==> src/hdl/quad_ctrl_pkg.sv <==
package quad_ctrl_pkg;

    ////////////////////
    // Sizes

    localparam int ROW_ADDR_W  = 10;
    localparam int BUF_COUNT_W = 10;
    localparam int SEQ_ADDR_W  = 12;

    // Compute-engine layout
    localparam int NUM_AWE        = 4;
    localparam int NUM_CE_PER_AWE = 2;
    localparam int NUM_CE         = NUM_AWE * NUM_CE_PER_AWE;

    ////////////////////
    // Timing

    // Pixel-sequence BRAM read latency in cycles
    localparam int SEQ_READ_LATENCY = 3;
    // One 3x3 window takes this many lane cycles
    localparam int WINDOW_CYCLES    = 6;
    localparam int WIN_CNT_W        = $clog2(WINDOW_CYCLES);
    // Rows in the buffer before the first pass
    localparam int PRIME_ROWS       = 3;

    ////////////////////
    // Types

    typedef enum logic [5:0] {
        ST_IDLE          = 6'b000001,
        ST_PRIME         = 6'b000010,
        ST_WAIT_FETCH    = 6'b000100,
        ST_ACTIVE        = 6'b001000,
        ST_WAIT_FLUSH    = 6'b010000,
        ST_SEND_COMPLETE = 6'b100000
    } seq_state_t;

    typedef logic [ROW_ADDR_W-1:0] row_pos_t;
    typedef logic [SEQ_ADDR_W-1:0] seq_addr_t;
    typedef logic [NUM_CE-1:0]     ce_vec_t;

endpackage
==> src/hdl/ctrl_ifs.sv <==
// Sequencer to row-buffer loader
interface load_if;
    import quad_ctrl_pkg::*;

    logic     load_row;
    logic     fetch_done;
    // Pulse when the completed job is acknowledged
    logic     job_clear;
    logic     buf_empty;
    logic     row_done;
    row_pos_t rows_loaded;

    modport sequencer (
        output load_row, fetch_done, job_clear,
        input  buf_empty, row_done, rows_loaded
    );

    modport loader (
        input  load_row, fetch_done, job_clear,
        output buf_empty, row_done, rows_loaded
    );
endinterface

// Sequencer to pixel-sequence reader and CE chain
interface seq_if;
    logic start_pass;
    logic advance_slot;
    logic clear_slot;
    logic rden;
    logic pass_done;

    modport sequencer (output start_pass, advance_slot, clear_slot, input pass_done);
    modport reader (input start_pass, advance_slot, clear_slot, output rden);
    modport chain (input rden, output pass_done);
endinterface

==> src/hdl/quad_bram_ctrl_top.sv <==
module quad_bram_ctrl_top (
    input  logic                                  clk,
    input  logic                                  rst,
    input  quad_ctrl_pkg::row_pos_t               num_cols,
    input  quad_ctrl_pkg::row_pos_t               num_rows,
    input  quad_ctrl_pkg::seq_addr_t              seq_len,
    input  logic [quad_ctrl_pkg::BUF_COUNT_W-1:0] pfb_full_count,
    input  logic                                  job_start,
    input  logic                                  job_fetch_ack,
    input  logic                                  job_fetch_complete,
    input  logic                                  job_complete_ack,
    input  logic                                  pipeline_flushed,
    output logic                                  job_accept,
    output logic                                  job_fetch_request,
    output logic                                  job_fetch_in_progress,
    output logic                                  job_complete,
    output logic                                  pfb_rden,
    output logic                                  next_row,
    output quad_ctrl_pkg::row_pos_t               input_row,
    output quad_ctrl_pkg::row_pos_t               input_col,
    output logic                                  pix_seq_bram_rden,
    output quad_ctrl_pkg::seq_addr_t              pix_seq_bram_rd_addr,
    output logic [1:0]                            gray_code,
    output quad_ctrl_pkg::ce_vec_t                ce_execute,
    output quad_ctrl_pkg::ce_vec_t                next_kernel
);

    load_if ld_bus ();
    seq_if  sq_bus ();

    ////////////////////
    // Job control

    layer_sequencer u_sequencer (
        .clk                   (clk),
        .rst                   (rst),
        .num_rows              (num_rows),
        .job_start             (job_start),
        .job_fetch_ack         (job_fetch_ack),
        .job_fetch_complete    (job_fetch_complete),
        .job_complete_ack      (job_complete_ack),
        .pipeline_flushed      (pipeline_flushed),
        .job_accept            (job_accept),
        .job_fetch_request     (job_fetch_request),
        .job_fetch_in_progress (job_fetch_in_progress),
        .job_complete          (job_complete),
        .ld                    (ld_bus.sequencer),
        .sq                    (sq_bus.sequencer)
    );

    // Prefetch buffer reads
    row_buffer_loader u_loader (
        .clk            (clk),
        .rst            (rst),
        .num_cols       (num_cols),
        .pfb_full_count (pfb_full_count),
        .pfb_rden       (pfb_rden),
        .next_row       (next_row),
        .input_row      (input_row),
        .input_col      (input_col),
        .ld             (ld_bus.loader)
    );

    ////////////////////
    // Execution pass

    pixel_seq_reader u_reader (
        .clk                  (clk),
        .rst                  (rst),
        .seq_len              (seq_len),
        .pix_seq_bram_rden    (pix_seq_bram_rden),
        .pix_seq_bram_rd_addr (pix_seq_bram_rd_addr),
        .gray_code            (gray_code),
        .sq                   (sq_bus.reader)
    );

    ce_issue_chain u_chain (
        .clk         (clk),
        .rst         (rst),
        .ce_execute  (ce_execute),
        .next_kernel (next_kernel),
        .sq          (sq_bus.chain)
    );

endmodule

==> src/hdl/ce_issue_chain.sv <==
module ce_issue_chain (
    input  logic                   clk,
    input  logic                   rst,
    output quad_ctrl_pkg::ce_vec_t ce_execute,
    output quad_ctrl_pkg::ce_vec_t next_kernel,
    seq_if.chain                   sq
);
    import quad_ctrl_pkg::*;

    // Read latency stages followed by one stage per lane
    logic [SEQ_READ_LATENCY+NUM_CE-2:0] en_pipe;
    logic [WIN_CNT_W-1:0]               win_cnt;
    logic                               last_lane_q;

    assign ce_execute = en_pipe[SEQ_READ_LATENCY+NUM_CE-2 -: NUM_CE];

    // Falling edge of the last lane ends the pass
    assign sq.pass_done = last_lane_q && !ce_execute[NUM_CE-1];

    always_ff @(posedge clk) begin
        if (rst) begin
            en_pipe     <= '0;
            last_lane_q <= 1'b0;
        end else begin
            en_pipe     <= {en_pipe[SEQ_READ_LATENCY+NUM_CE-3:0], sq.rden};
            last_lane_q <= ce_execute[NUM_CE-1];
        end
    end

    ////////////////////
    // Kernel window

    // Lane 0 is idle between passes, so the count restarts there
    always_ff @(posedge clk) begin
        if (rst) begin
            win_cnt     <= '0;
            next_kernel <= '0;
        end else begin
            next_kernel[0] <= ce_execute[0] && (win_cnt == WIN_CNT_W'(WINDOW_CYCLES - 1));
            next_kernel[NUM_CE-1:1] <= next_kernel[NUM_CE-2:0];
            if (!ce_execute[0]) begin
                win_cnt <= '0;
            end else if (win_cnt == WIN_CNT_W'(WINDOW_CYCLES - 1)) begin
                win_cnt <= '0;
            end else begin
                win_cnt <= win_cnt + 1'b1;
            end
        end
    end

endmodule

==> src/hdl/pixel_seq_reader.sv <==
module pixel_seq_reader (
    input  logic                     clk,
    input  logic                     rst,
    input  quad_ctrl_pkg::seq_addr_t seq_len,
    output logic                     pix_seq_bram_rden,
    output quad_ctrl_pkg::seq_addr_t pix_seq_bram_rd_addr,
    output logic [1:0]               gray_code,
    seq_if.reader                    sq
);
    import quad_ctrl_pkg::*;

    // Words still to read after the current one
    seq_addr_t  remain;
    logic [1:0] slot;

    assign sq.rden   = pix_seq_bram_rden;
    assign gray_code = {slot[1], slot[1] ^ slot[0]};

    ////////////////////
    // Sequence read

    always_ff @(posedge clk) begin
        if (rst) begin
            pix_seq_bram_rden    <= 1'b0;
            pix_seq_bram_rd_addr <= '0;
            remain               <= '0;
        end else if (sq.start_pass) begin
            pix_seq_bram_rden    <= (seq_len != '0);
            pix_seq_bram_rd_addr <= '0;
            remain               <= seq_len - 1'b1;
        end else if (pix_seq_bram_rden) begin
            if (remain == '0) begin
                pix_seq_bram_rden <= 1'b0;
            end else begin
                remain               <= remain - 1'b1;
                pix_seq_bram_rd_addr <= pix_seq_bram_rd_addr + 1'b1;
            end
        end
    end

    ////////////////////
    // Quad-buffer slot

    always_ff @(posedge clk) begin
        if (rst) begin
            slot <= 2'b00;
        end else if (sq.clear_slot) begin
            slot <= 2'b00;
        end else if (sq.advance_slot) begin
            slot <= slot + 2'b01;
        end
    end

endmodule

==> src/hdl/row_buffer_loader.sv <==
module row_buffer_loader (
    input  logic                                    clk,
    input  logic                                    rst,
    input  quad_ctrl_pkg::row_pos_t                 num_cols,
    input  logic [quad_ctrl_pkg::BUF_COUNT_W-1:0]   pfb_full_count,
    output logic                                    pfb_rden,
    output logic                                    next_row,
    output quad_ctrl_pkg::row_pos_t                 input_row,
    output quad_ctrl_pkg::row_pos_t                 input_col,
    load_if.loader                                  ld
);
    import quad_ctrl_pkg::*;

    logic [BUF_COUNT_W-1:0] word_count;
    row_pos_t               last_col;
    logic                   row_req;
    logic                   priming;
    logic                   col_end;

    assign last_col = num_cols - 1'b1;
    assign priming  = (input_row < row_pos_t'(PRIME_ROWS));

    // One word per cycle while there is data and a reason to read
    assign pfb_rden = (word_count != '0) && (row_req || priming);
    assign col_end  = pfb_rden && (input_col == last_col);

    assign ld.buf_empty   = (word_count == '0);
    assign ld.row_done    = next_row;
    assign ld.rows_loaded = input_row;

    ////////////////////
    // Prefetch word count

    always_ff @(posedge clk) begin
        if (rst) begin
            word_count <= '0;
        end else if (ld.job_clear) begin
            // Leftover words belong to the finished job
            word_count <= '0;
        end else if (ld.fetch_done) begin
            word_count <= pfb_full_count;
        end else if (pfb_rden) begin
            word_count <= word_count - 1'b1;
        end
    end

    ////////////////////
    // Row and column position

    always_ff @(posedge clk) begin
        if (rst) begin
            input_row <= '0;
            input_col <= '0;
            row_req   <= 1'b0;
            next_row  <= 1'b0;
        end else begin
            next_row <= col_end;
            if (ld.job_clear) begin
                input_row <= '0;
                input_col <= '0;
                row_req   <= 1'b0;
            end else begin
                if (ld.load_row) begin
                    row_req <= 1'b1;
                end else if (col_end) begin
                    row_req <= 1'b0;
                end
                if (col_end) begin
                    input_col <= '0;
                    input_row <= input_row + 1'b1;
                end else if (pfb_rden) begin
                    input_col <= input_col + 1'b1;
                end
            end
        end
    end

endmodule

==> src/hdl/layer_sequencer.sv <==
module layer_sequencer (
    input  logic                    clk,
    input  logic                    rst,
    input  quad_ctrl_pkg::row_pos_t num_rows,
    input  logic                    job_start,
    input  logic                    job_fetch_ack,
    input  logic                    job_fetch_complete,
    input  logic                    job_complete_ack,
    input  logic                    pipeline_flushed,
    output logic                    job_accept,
    output logic                    job_fetch_request,
    output logic                    job_fetch_in_progress,
    output logic                    job_complete,
    load_if.sequencer               ld,
    seq_if.sequencer                sq
);
    import quad_ctrl_pkg::*;

    seq_state_t state;
    seq_state_t return_state;
    // A row was requested and has not finished yet
    logic       row_pending;
    logic       complete_taken;

    assign complete_taken = job_complete && job_complete_ack;

    // Completion ack resets row position and slot
    assign ld.job_clear  = complete_taken;
    assign sq.clear_slot = complete_taken;

    // Count reload happens on the same edge as the complete
    assign ld.fetch_done = job_fetch_complete && job_fetch_in_progress;

    ////////////////////
    // Fetch in progress

    always_ff @(posedge clk) begin
        if (rst) begin
            job_fetch_in_progress <= 1'b0;
        end else if (job_fetch_complete) begin
            job_fetch_in_progress <= 1'b0;
        end else if (job_fetch_ack && job_fetch_request) begin
            job_fetch_in_progress <= 1'b1;
        end
    end

    ////////////////////
    // Job FSM

    always_ff @(posedge clk) begin
        if (rst) begin
            state             <= ST_IDLE;
            return_state      <= ST_PRIME;
            row_pending       <= 1'b0;
            job_accept        <= 1'b0;
            job_fetch_request <= 1'b0;
            job_complete      <= 1'b0;
            ld.load_row       <= 1'b0;
            sq.start_pass     <= 1'b0;
            sq.advance_slot   <= 1'b0;
        end else begin
            // Strobes default low
            job_accept      <= 1'b0;
            ld.load_row     <= 1'b0;
            sq.start_pass   <= 1'b0;
            sq.advance_slot <= 1'b0;

            case (state)
                ST_IDLE: begin
                    if (job_start) begin
                        job_accept <= 1'b1;
                        state      <= ST_PRIME;
                    end
                end

                ST_PRIME: begin
                    // Loader runs on its own until the first rows are in
                    if (ld.rows_loaded >= row_pos_t'(PRIME_ROWS)) begin
                        sq.start_pass <= 1'b1;
                        state         <= ST_ACTIVE;
                    end else if (ld.buf_empty) begin
                        return_state <= ST_PRIME;
                        state        <= ST_WAIT_FETCH;
                    end
                end

                ST_WAIT_FETCH: begin
                    if (job_fetch_ack && job_fetch_request) begin
                        job_fetch_request <= 1'b0;
                    end else if (!job_fetch_in_progress) begin
                        job_fetch_request <= 1'b1;
                    end
                    if (ld.fetch_done) begin
                        state <= return_state;
                    end
                end

                ST_ACTIVE: begin
                    if (sq.pass_done) begin
                        if (ld.rows_loaded >= num_rows) begin
                            state <= ST_WAIT_FLUSH;
                        end else begin
                            ld.load_row     <= 1'b1;
                            sq.advance_slot <= 1'b1;
                            row_pending     <= 1'b1;
                        end
                    end else if (row_pending) begin
                        // Row finished wins over an empty buffer
                        if (ld.row_done) begin
                            row_pending   <= 1'b0;
                            sq.start_pass <= 1'b1;
                        end else if (ld.buf_empty) begin
                            return_state <= ST_ACTIVE;
                            state        <= ST_WAIT_FETCH;
                        end
                    end
                end

                ST_WAIT_FLUSH: begin
                    if (pipeline_flushed) begin
                        state <= ST_SEND_COMPLETE;
                    end
                end

                ST_SEND_COMPLETE: begin
                    if (complete_taken) begin
                        job_complete <= 1'b0;
                        state        <= ST_IDLE;
                    end else begin
                        job_complete <= 1'b1;
                    end
                end

                default: begin
                    state <= ST_IDLE;
                end
            endcase
        end
    end

endmodule

==> config.mk <==
export PLATFORM = sky130hd
export DESIGN_NAME = quad_bram_ctrl_top
export DESIGN_NICKNAME = d
export VERILOG_FILES = /design/src/hdl/quad_ctrl_pkg.sv /design/src/hdl/ctrl_ifs.sv /design/src/hdl/quad_bram_ctrl_top.sv /design/src/hdl/ce_issue_chain.sv /design/src/hdl/pixel_seq_reader.sv /design/src/hdl/row_buffer_loader.sv /design/src/hdl/layer_sequencer.sv
export SDC_FILE = /design/constraint.sdc
export NUM_CORES = 1
export LEC_CHECK = 0
export BUFFER_PORTS_ARGS = -buffer_cell sky130_fd_sc_hd__buf_2
export CORE_ASPECT_RATIO = 1.2
export CORE_MARGIN = 4
export CORE_UTILIZATION = 38
export CTS_BUF_LIST = sky130_fd_sc_hd__clkbuf_8
export CTS_CLUSTER_SIZE = 25
export DETAILED_ROUTE_END_ITERATION = 10
export GPL_TIMING_DRIVEN = 0
export PLACE_DENSITY = 0.62
export SYNTH_ARGS = -nofsm -noshare
export SYNTH_HDL_FRONTEND = slang
export SYNTH_SLANG_ARGS = --single-unit
export TNS_END_PERCENT = 5
==> constraint.sdc <==
create_clock -name clk -period 2.9 [get_ports clk]
set_input_delay 0.145 -clock clk [delete_from_list [all_inputs] [get_ports clk]]
set_output_delay 0.145 -clock clk [all_outputs]
set_load 0.005 [all_outputs]
# == Word-level counts from Yosys, hierarchy flattened ==
# Index checks and enable logic that the tools add are counted.
# word_totals
inputBits,49
ff_bits,100
output_inout_bits,57
# op_classes
n_reduce_logical,30
eq_ne,24
n_lt_le_gt_ge,3
bitwise_logic,6
addsub,9
mux,42
# op_table
operator,n
$mux 6,16
$mux 12,3
$pmux 6 s6,1
$ne 2x2->1 const B,12
$sub 12x1->12 const B,2
$add 10x1->10 const B,2
$mux 10,2
$sub 10x1->10 const B,2
$mux 1,18
$reduce_and 7->1,2
$add 12x1->12 const B,1
$logic_not 12->1,1
$pmux 6 s2,1
$reduce_bool 12->1,1
$eq 10x10->1,1
$ge 10x10->1,1
$ge 10x2->1 const B,1
$logic_not 10->1,1
$lt 10x2->1 const B,1
$reduce_bool 10->1,1
$reduce_or 3->1,3
$reduce_and 2->1,4
$reduce_bool 2->1,4
$reduce_or 2->1,4
18 further kinds,29

# == Longest topological paths before layout ==
# depth
ltp_word,6
mapped_depth,11

# == Cells and area by module ==
# From an unflattened synthesis, not the netlist that was laid out.
# hier_totals
cells_unflattened,625
area_unflattened_um2,5376.4
# by_module_without_submodules
module,cells_per_inst,instances,seq_area_each_um2,area_each_um2
row_buffer_loader,245,1,640.6,1996.9
pixel_seq_reader,196,1,540.5,1629.1
layer_sequencer,123,1,300.3,1039.7
ce_issue_chain,61,1,440.4,710.7

# == Worst setup path before layout ==
# No wires, ideal clock.
# synth_path
kind,register to register
from,register u_sequencer.sq.start_pass
to,register u_reader.remain[10]
path_buffers,3
required_ps,2814
arrival_ps,2683
setup_time_ps,86
slack_ps,131
stages_incl_launch_ff,12
path_cell_list,dfxtp_1 > clkbuf_1 > clkbuf_1 > buf_1 > mux2i_1 > ha_1 > o221ai_1 > a211o_1 > nor3_1 > xor2_1 > nor2_1 > a211oi_1
# synth_between
elab_chain_len,2
word_cells_on_any_way,4
classes_between,1 x eq/ne; 1 x mux; 2 x reduce/logical
# synth_rtl
item,line_no,source
from (decl),ctrl_ifs.sv:32,"modport sequencer (output start_pass, advance_slot, clear_slot, input pass_done);"
from (signal assigned),layer_sequencer.sv:59,sq.start_pass <= 1'b0;
from (signal assigned),layer_sequencer.sv:65,sq.start_pass <= 1'b0;
from (signal assigned),layer_sequencer.sv:79,sq.start_pass <= 1'b1;
$ne 2x2->1 (no source line) or $reduce_bool 2->1 (tied branches),n/a,
$reduce_and 2->1 (no source line),n/a,
to (signal assigned),pixel_seq_reader.sv:30,remain <= seq_len - 1'b1;
to (signal assigned),pixel_seq_reader.sv:35,remain <= remain - 1'b1;
to (decl),pixel_seq_reader.sv:13,seq_addr_t remain;
# Parallel ways exist; a longest one is shown, timed or not.
# A chain may end at the register's enable or synchronous reset.

# == Final worst setup path ==
# layout_path
from,register u_loader.input_row[4]
to,register u_loader.input_col[1]
# layout_between
elab_chain_len,5
# layout_rtl
item,line_no,source
from (decl),row_buffer_loader.sv:8,"output quad_ctrl_pkg::row_pos_t input_row,"
from (signal assigned),row_buffer_loader.sv:70,input_row <= input_row + 1'b1;
$lt 10x2->1 *,row_buffer_loader.sv:21,assign priming = (input_row < row_pos_t'(PRIME_ROWS));
$logic_or 1x1->1 *,row_buffer_loader.sv:24,assign pfb_rden = (word_count != '0) && (row_req || priming);
$logic_and 1x1->1 *,row_buffer_loader.sv:24,
$logic_and 1x1->1,row_buffer_loader.sv:25,assign col_end = pfb_rden && (input_col == last_col);
$reduce_or 3->1 (no source line),n/a,
to (signal assigned),row_buffer_loader.sv:72,input_col <= input_col + 1'b1;
to (decl),row_buffer_loader.sv:9,"output quad_ctrl_pkg::row_pos_t input_col,"
# Every way passes the cells marked *; elsewhere a longest branch is shown, timed or not.

==> impl_metrics.csv <==
group,metric,value,unit
outcome,outcome,"finished, final reports clean",
place,placed_cells,847,
yosys,synth_seq_area_share,0.389,
floorplanning,placementRows,45,
final_layout,stdcell_count,864,
final_layout,fin_util,0.466,
timing,hold_ws,44.3,ps
final_layout,syn_to_final_growth,19.7,%
final_layout,fin_nets,762,
global_routing,antenna_found_initial,0,
timing,grt_setup_unrepaired,"false",
critical_path,crit_required,3170,ps
drt,vias,4417,
yosys,ys.flop_type,"dfxtp_1",
place,place.gp.congestion,0.925,
clocking,cts_buffer_depth,2,
critical_path,worstSetupPathType,"register to register",
job,drv_cap,0,
critical_path,path_cells,"or4_1 > nor4_2 > o21a_2 > nor3b_2 > nand3_2 > buf_2 > nand2_2 > nor2_1",
floorplanning,die_x,112,um
final_layout,layout-drive-gt1-share,0.210,
yosys,synth_commonest_cells,"dfxtp_1 (96), nor2_1 (80), xor2_1 (36), xnor2_1 (32), a21oi_1 (31)",
timing,worst_pin_slew,761,ps
global_routing,grt_pass1_vias,4195,
power_and_ir_drop,power,3.15,mW
timing,fin_crit_sh,0.931,
critical_path,worst-path-buf-inv,1,
yosys,avgSynthCellArea,8.54,um^2
critical_path,max_stage_delay,560,ps
critical_path,cp_slowest_cell,"or4_1",
timing,slew_viol_final,0,
drt,drt_iter0_markers,132,
power_and_ir_drop,powerDensity,534,nW/um^2
clocking,cts_tree,"built",
drt,drc,0,
yosys,synth_top_cell_by_area,"dfxtp_1",
yosys,yosysTopAreaCellShare,0.389,
yosys,synth_area,4930,um^2
global_routing,grt_pass1_wl,19900,um
final_layout,num_antenna_cells,0,
drt,antenna_left,0,
floorplanning,dieArea,14900,um^2
timing,fin_setup_tns,0,ps
yosys,async_flop_share,0,
power_and_ir_drop,leakage,2.60,nW
drt,post_drt_wl_per_cell,14.1,um
place,dp_hpwl,9330,um
drt,viasPerCell,5.11,
global_routing,grt-ovfl-total,0,
clocking,clock_sinks,96,
yosys,synth_seq_cells,96,
critical_path,arrival,2970,ps
hold_path,hold_path_class,"input pin to register",
clocking,clk_pin_slew,90,ps
yosys,yosys-top-cells-area,"dfxtp_1 (39%), xor2_1 (6.4%), nor2_1 (6.1%)",
timing,period_minus_slack,2700,ps
global_routing,grt_usage,0.162,
timing,finalSetupViolations,0,
yosys,synth_enable_flop_cells,0,
clocking,clock-root-buffer,"clkbuf_8",
clocking,cts_max_level,3,
timing,finClkSkew,10.2,ps
critical_path,cpLargestDelayFamily,"simple AND/OR/NAND/NOR gates",
yosys,synthDistinctLibCells,58,
critical_path,critPathCaptureType,"register",
floorplanning,io_pins,106,
clocking,post-cts-setup-buffers,0,
clocking,clk_latency,380,ps
floorplanning,die_h,133,um
timing,max_freq,0.370,GHz
yosys,yosys_warnings,0,
place,port_buffers,105,
yosys,synth.most_common_cell,"dfxtp_1",
drt,drt-total-wl,12200,um
drt,firstDrtPassIters,4,
floorplanning,core_area,12700,um^2
power_and_ir_drop,peakVddDrop,0.429,mV
clocking,numCtsBuffers,9,
global_routing,grt_max_degree,18,
yosys,syn_nets,645,
timing,slew-limit-headroom,0.493,
yosys,syn_inst,578,
critical_path,crit_fanout,10,
floorplanning,start_util,0.390,
timing,final_hold_viol_count,0,
critical_path,start_kind,"register",
==> layer usage <==
| layer | wire length [um] | vias up | GRT usage |
|---|---|---|---|
| met5 | 0 | - | 0 |
| met3 | 503 | 13 | 0.0375 |
| met2 | 6030 | 85 | 0.269 |
| met4 | 165 | 0 | 0.0574 |
| li1 | - | 2256 | - |
| met1 | 5480 | 2063 | 0.205 |
==> power breakdown <==
part / internal (mW) / switching [mW]
Sequential: 1.40 / 0.0841
Clock: 0.436 / 0.509
Combinational: 0.332 / 0.388
==> worst register-to-register path, stage by stage, from the launching register on <==
cell and delay, ps:
dfxtp_1 390, or4_1 560, nor4_2 330, o21a_2 270, nor3b_2 260, nand3_2 220, buf_2 270, nand2_2 210
nor2_1 80
==> layout by cell type (no fill, tap or decap), types with 6 or more instances in the layout <==
| master | synthesis | final |
|---|---|---|
| buf_2 | 2 | 107 |
| dfxtp_1 | 96 | 95 |
| nor2_1 | 80 | 80 |
| xor2_1 | 36 | 36 |
| xnor2_1 | 32 | 32 |
| a21oi_1 | 31 | 31 |
| nand2_1 | 30 | 30 |
| nor2b_1 | 20 | 20 |
| inv_1 | 19 | 19 |
| nor3_1 | 18 | 18 |
| ha_1 | 18 | 17 |
| a211oi_1 | 16 | 16 |
| clkbuf_1 | 16 | 14 |
| nand4_1 | 14 | 14 |
| nand3_1 | 14 | 14 |
| nor4_1 | 11 | 11 |
| buf_4 | 10 | 10 |
| o21ai_0 | 10 | 10 |
| clkbuf_8 | 0 | 10 |
| or3_1 | 9 | 9 |
| o21ai_1 | 9 | 9 |
| nand2b_1 | 8 | 8 |
| and3_1 | 8 | 8 |
| or4_1 | 7 | 7 |
| mux2i_1 | 6 | 6 |
| nor3b_1 | 6 | 6 |
| nand3b_1 | 6 | 6 |
==> sequential cells by signal (all words and copies together), names as in the netlist, 2 cells and up <==
| name | count |
|---|---|
| u_sequencer.return_state | 2 |
| u_chain.next_kernel | 8 |
| u_loader.word_count | 10 |
| u_loader.input_col | 10 |
| u_chain.win_cnt | 3 |
| u_chain.en_pipe | 10 |
| u_sequencer.state | 6 |
| u_loader.input_row | 10 |
| u_reader.slot | 2 |
| u_reader.pix_seq_bram_rd_addr | 12 |
| u_reader.remain | 12 |
==> area by class of cell <==
cell class                 instances  area [um^2]
sequential                        96         1930
timing repair buffer             107          546
clock inverter                     6         75.1
buffer                            30          160
tap                              164          205
clock buffer                      10          138
inverter                          19         71.3
multi-input combinational        432         2790
fill                            1269         6760
==> final timing paths <==
| path | from | to | slack (ps) | depth (start not counted) |
|---|---|---|---|---|
| max | u_loader.input_row[4] | u_loader.input_col[1] | 200 | 8 |
| min | job_start | u_sequencer.job_accept | 40 | 2 |
| max reg2reg | u_loader.input_row[4] | u_loader.input_col[1] | 200 | 8 |
| min reg2reg | u_chain.en_pipe[1] | u_chain.en_pipe[2] | 440 | 1 |
==> kinds of logic (layout without fill, tap and decap cells) <==
group	count (synthesis)	after routing	synth area share
AOI/OAI and AO/OA	92	92	0.121
xor gates and xnor gates	68	68	0.121
adders and majority gates	18	18	0.0456
buffers and inverters	50	172	0.0461
DFF	96	96	0.389
muxes	6	6	0.0122
and+or+nand+nor	248	248	0.264
==> stage by stage <==
| step | setup WS (ps) | cell area [um^2] |
|---|---|---|
| 5_1_grt | 15.0 | 5910 |
| 2_1_floorplan | 131 | 4930 |
| 4_1_cts | 137 | 5900 |
| 3_5_place_dp | -445 | 5670 |
| 3_3_place_gp | -385 | 5670 |
| 6_report | 200 | 5910 |
==> repair_timing <==
action                                 CTS  global route
endpoints found under the hold margin    2             0
resized for setup                        3             5
pin swaps                                0             0
setup endpoints to repair                4             2
hold buffers                             2             0
Note: power is estimated with default switching activity, not from simulation.
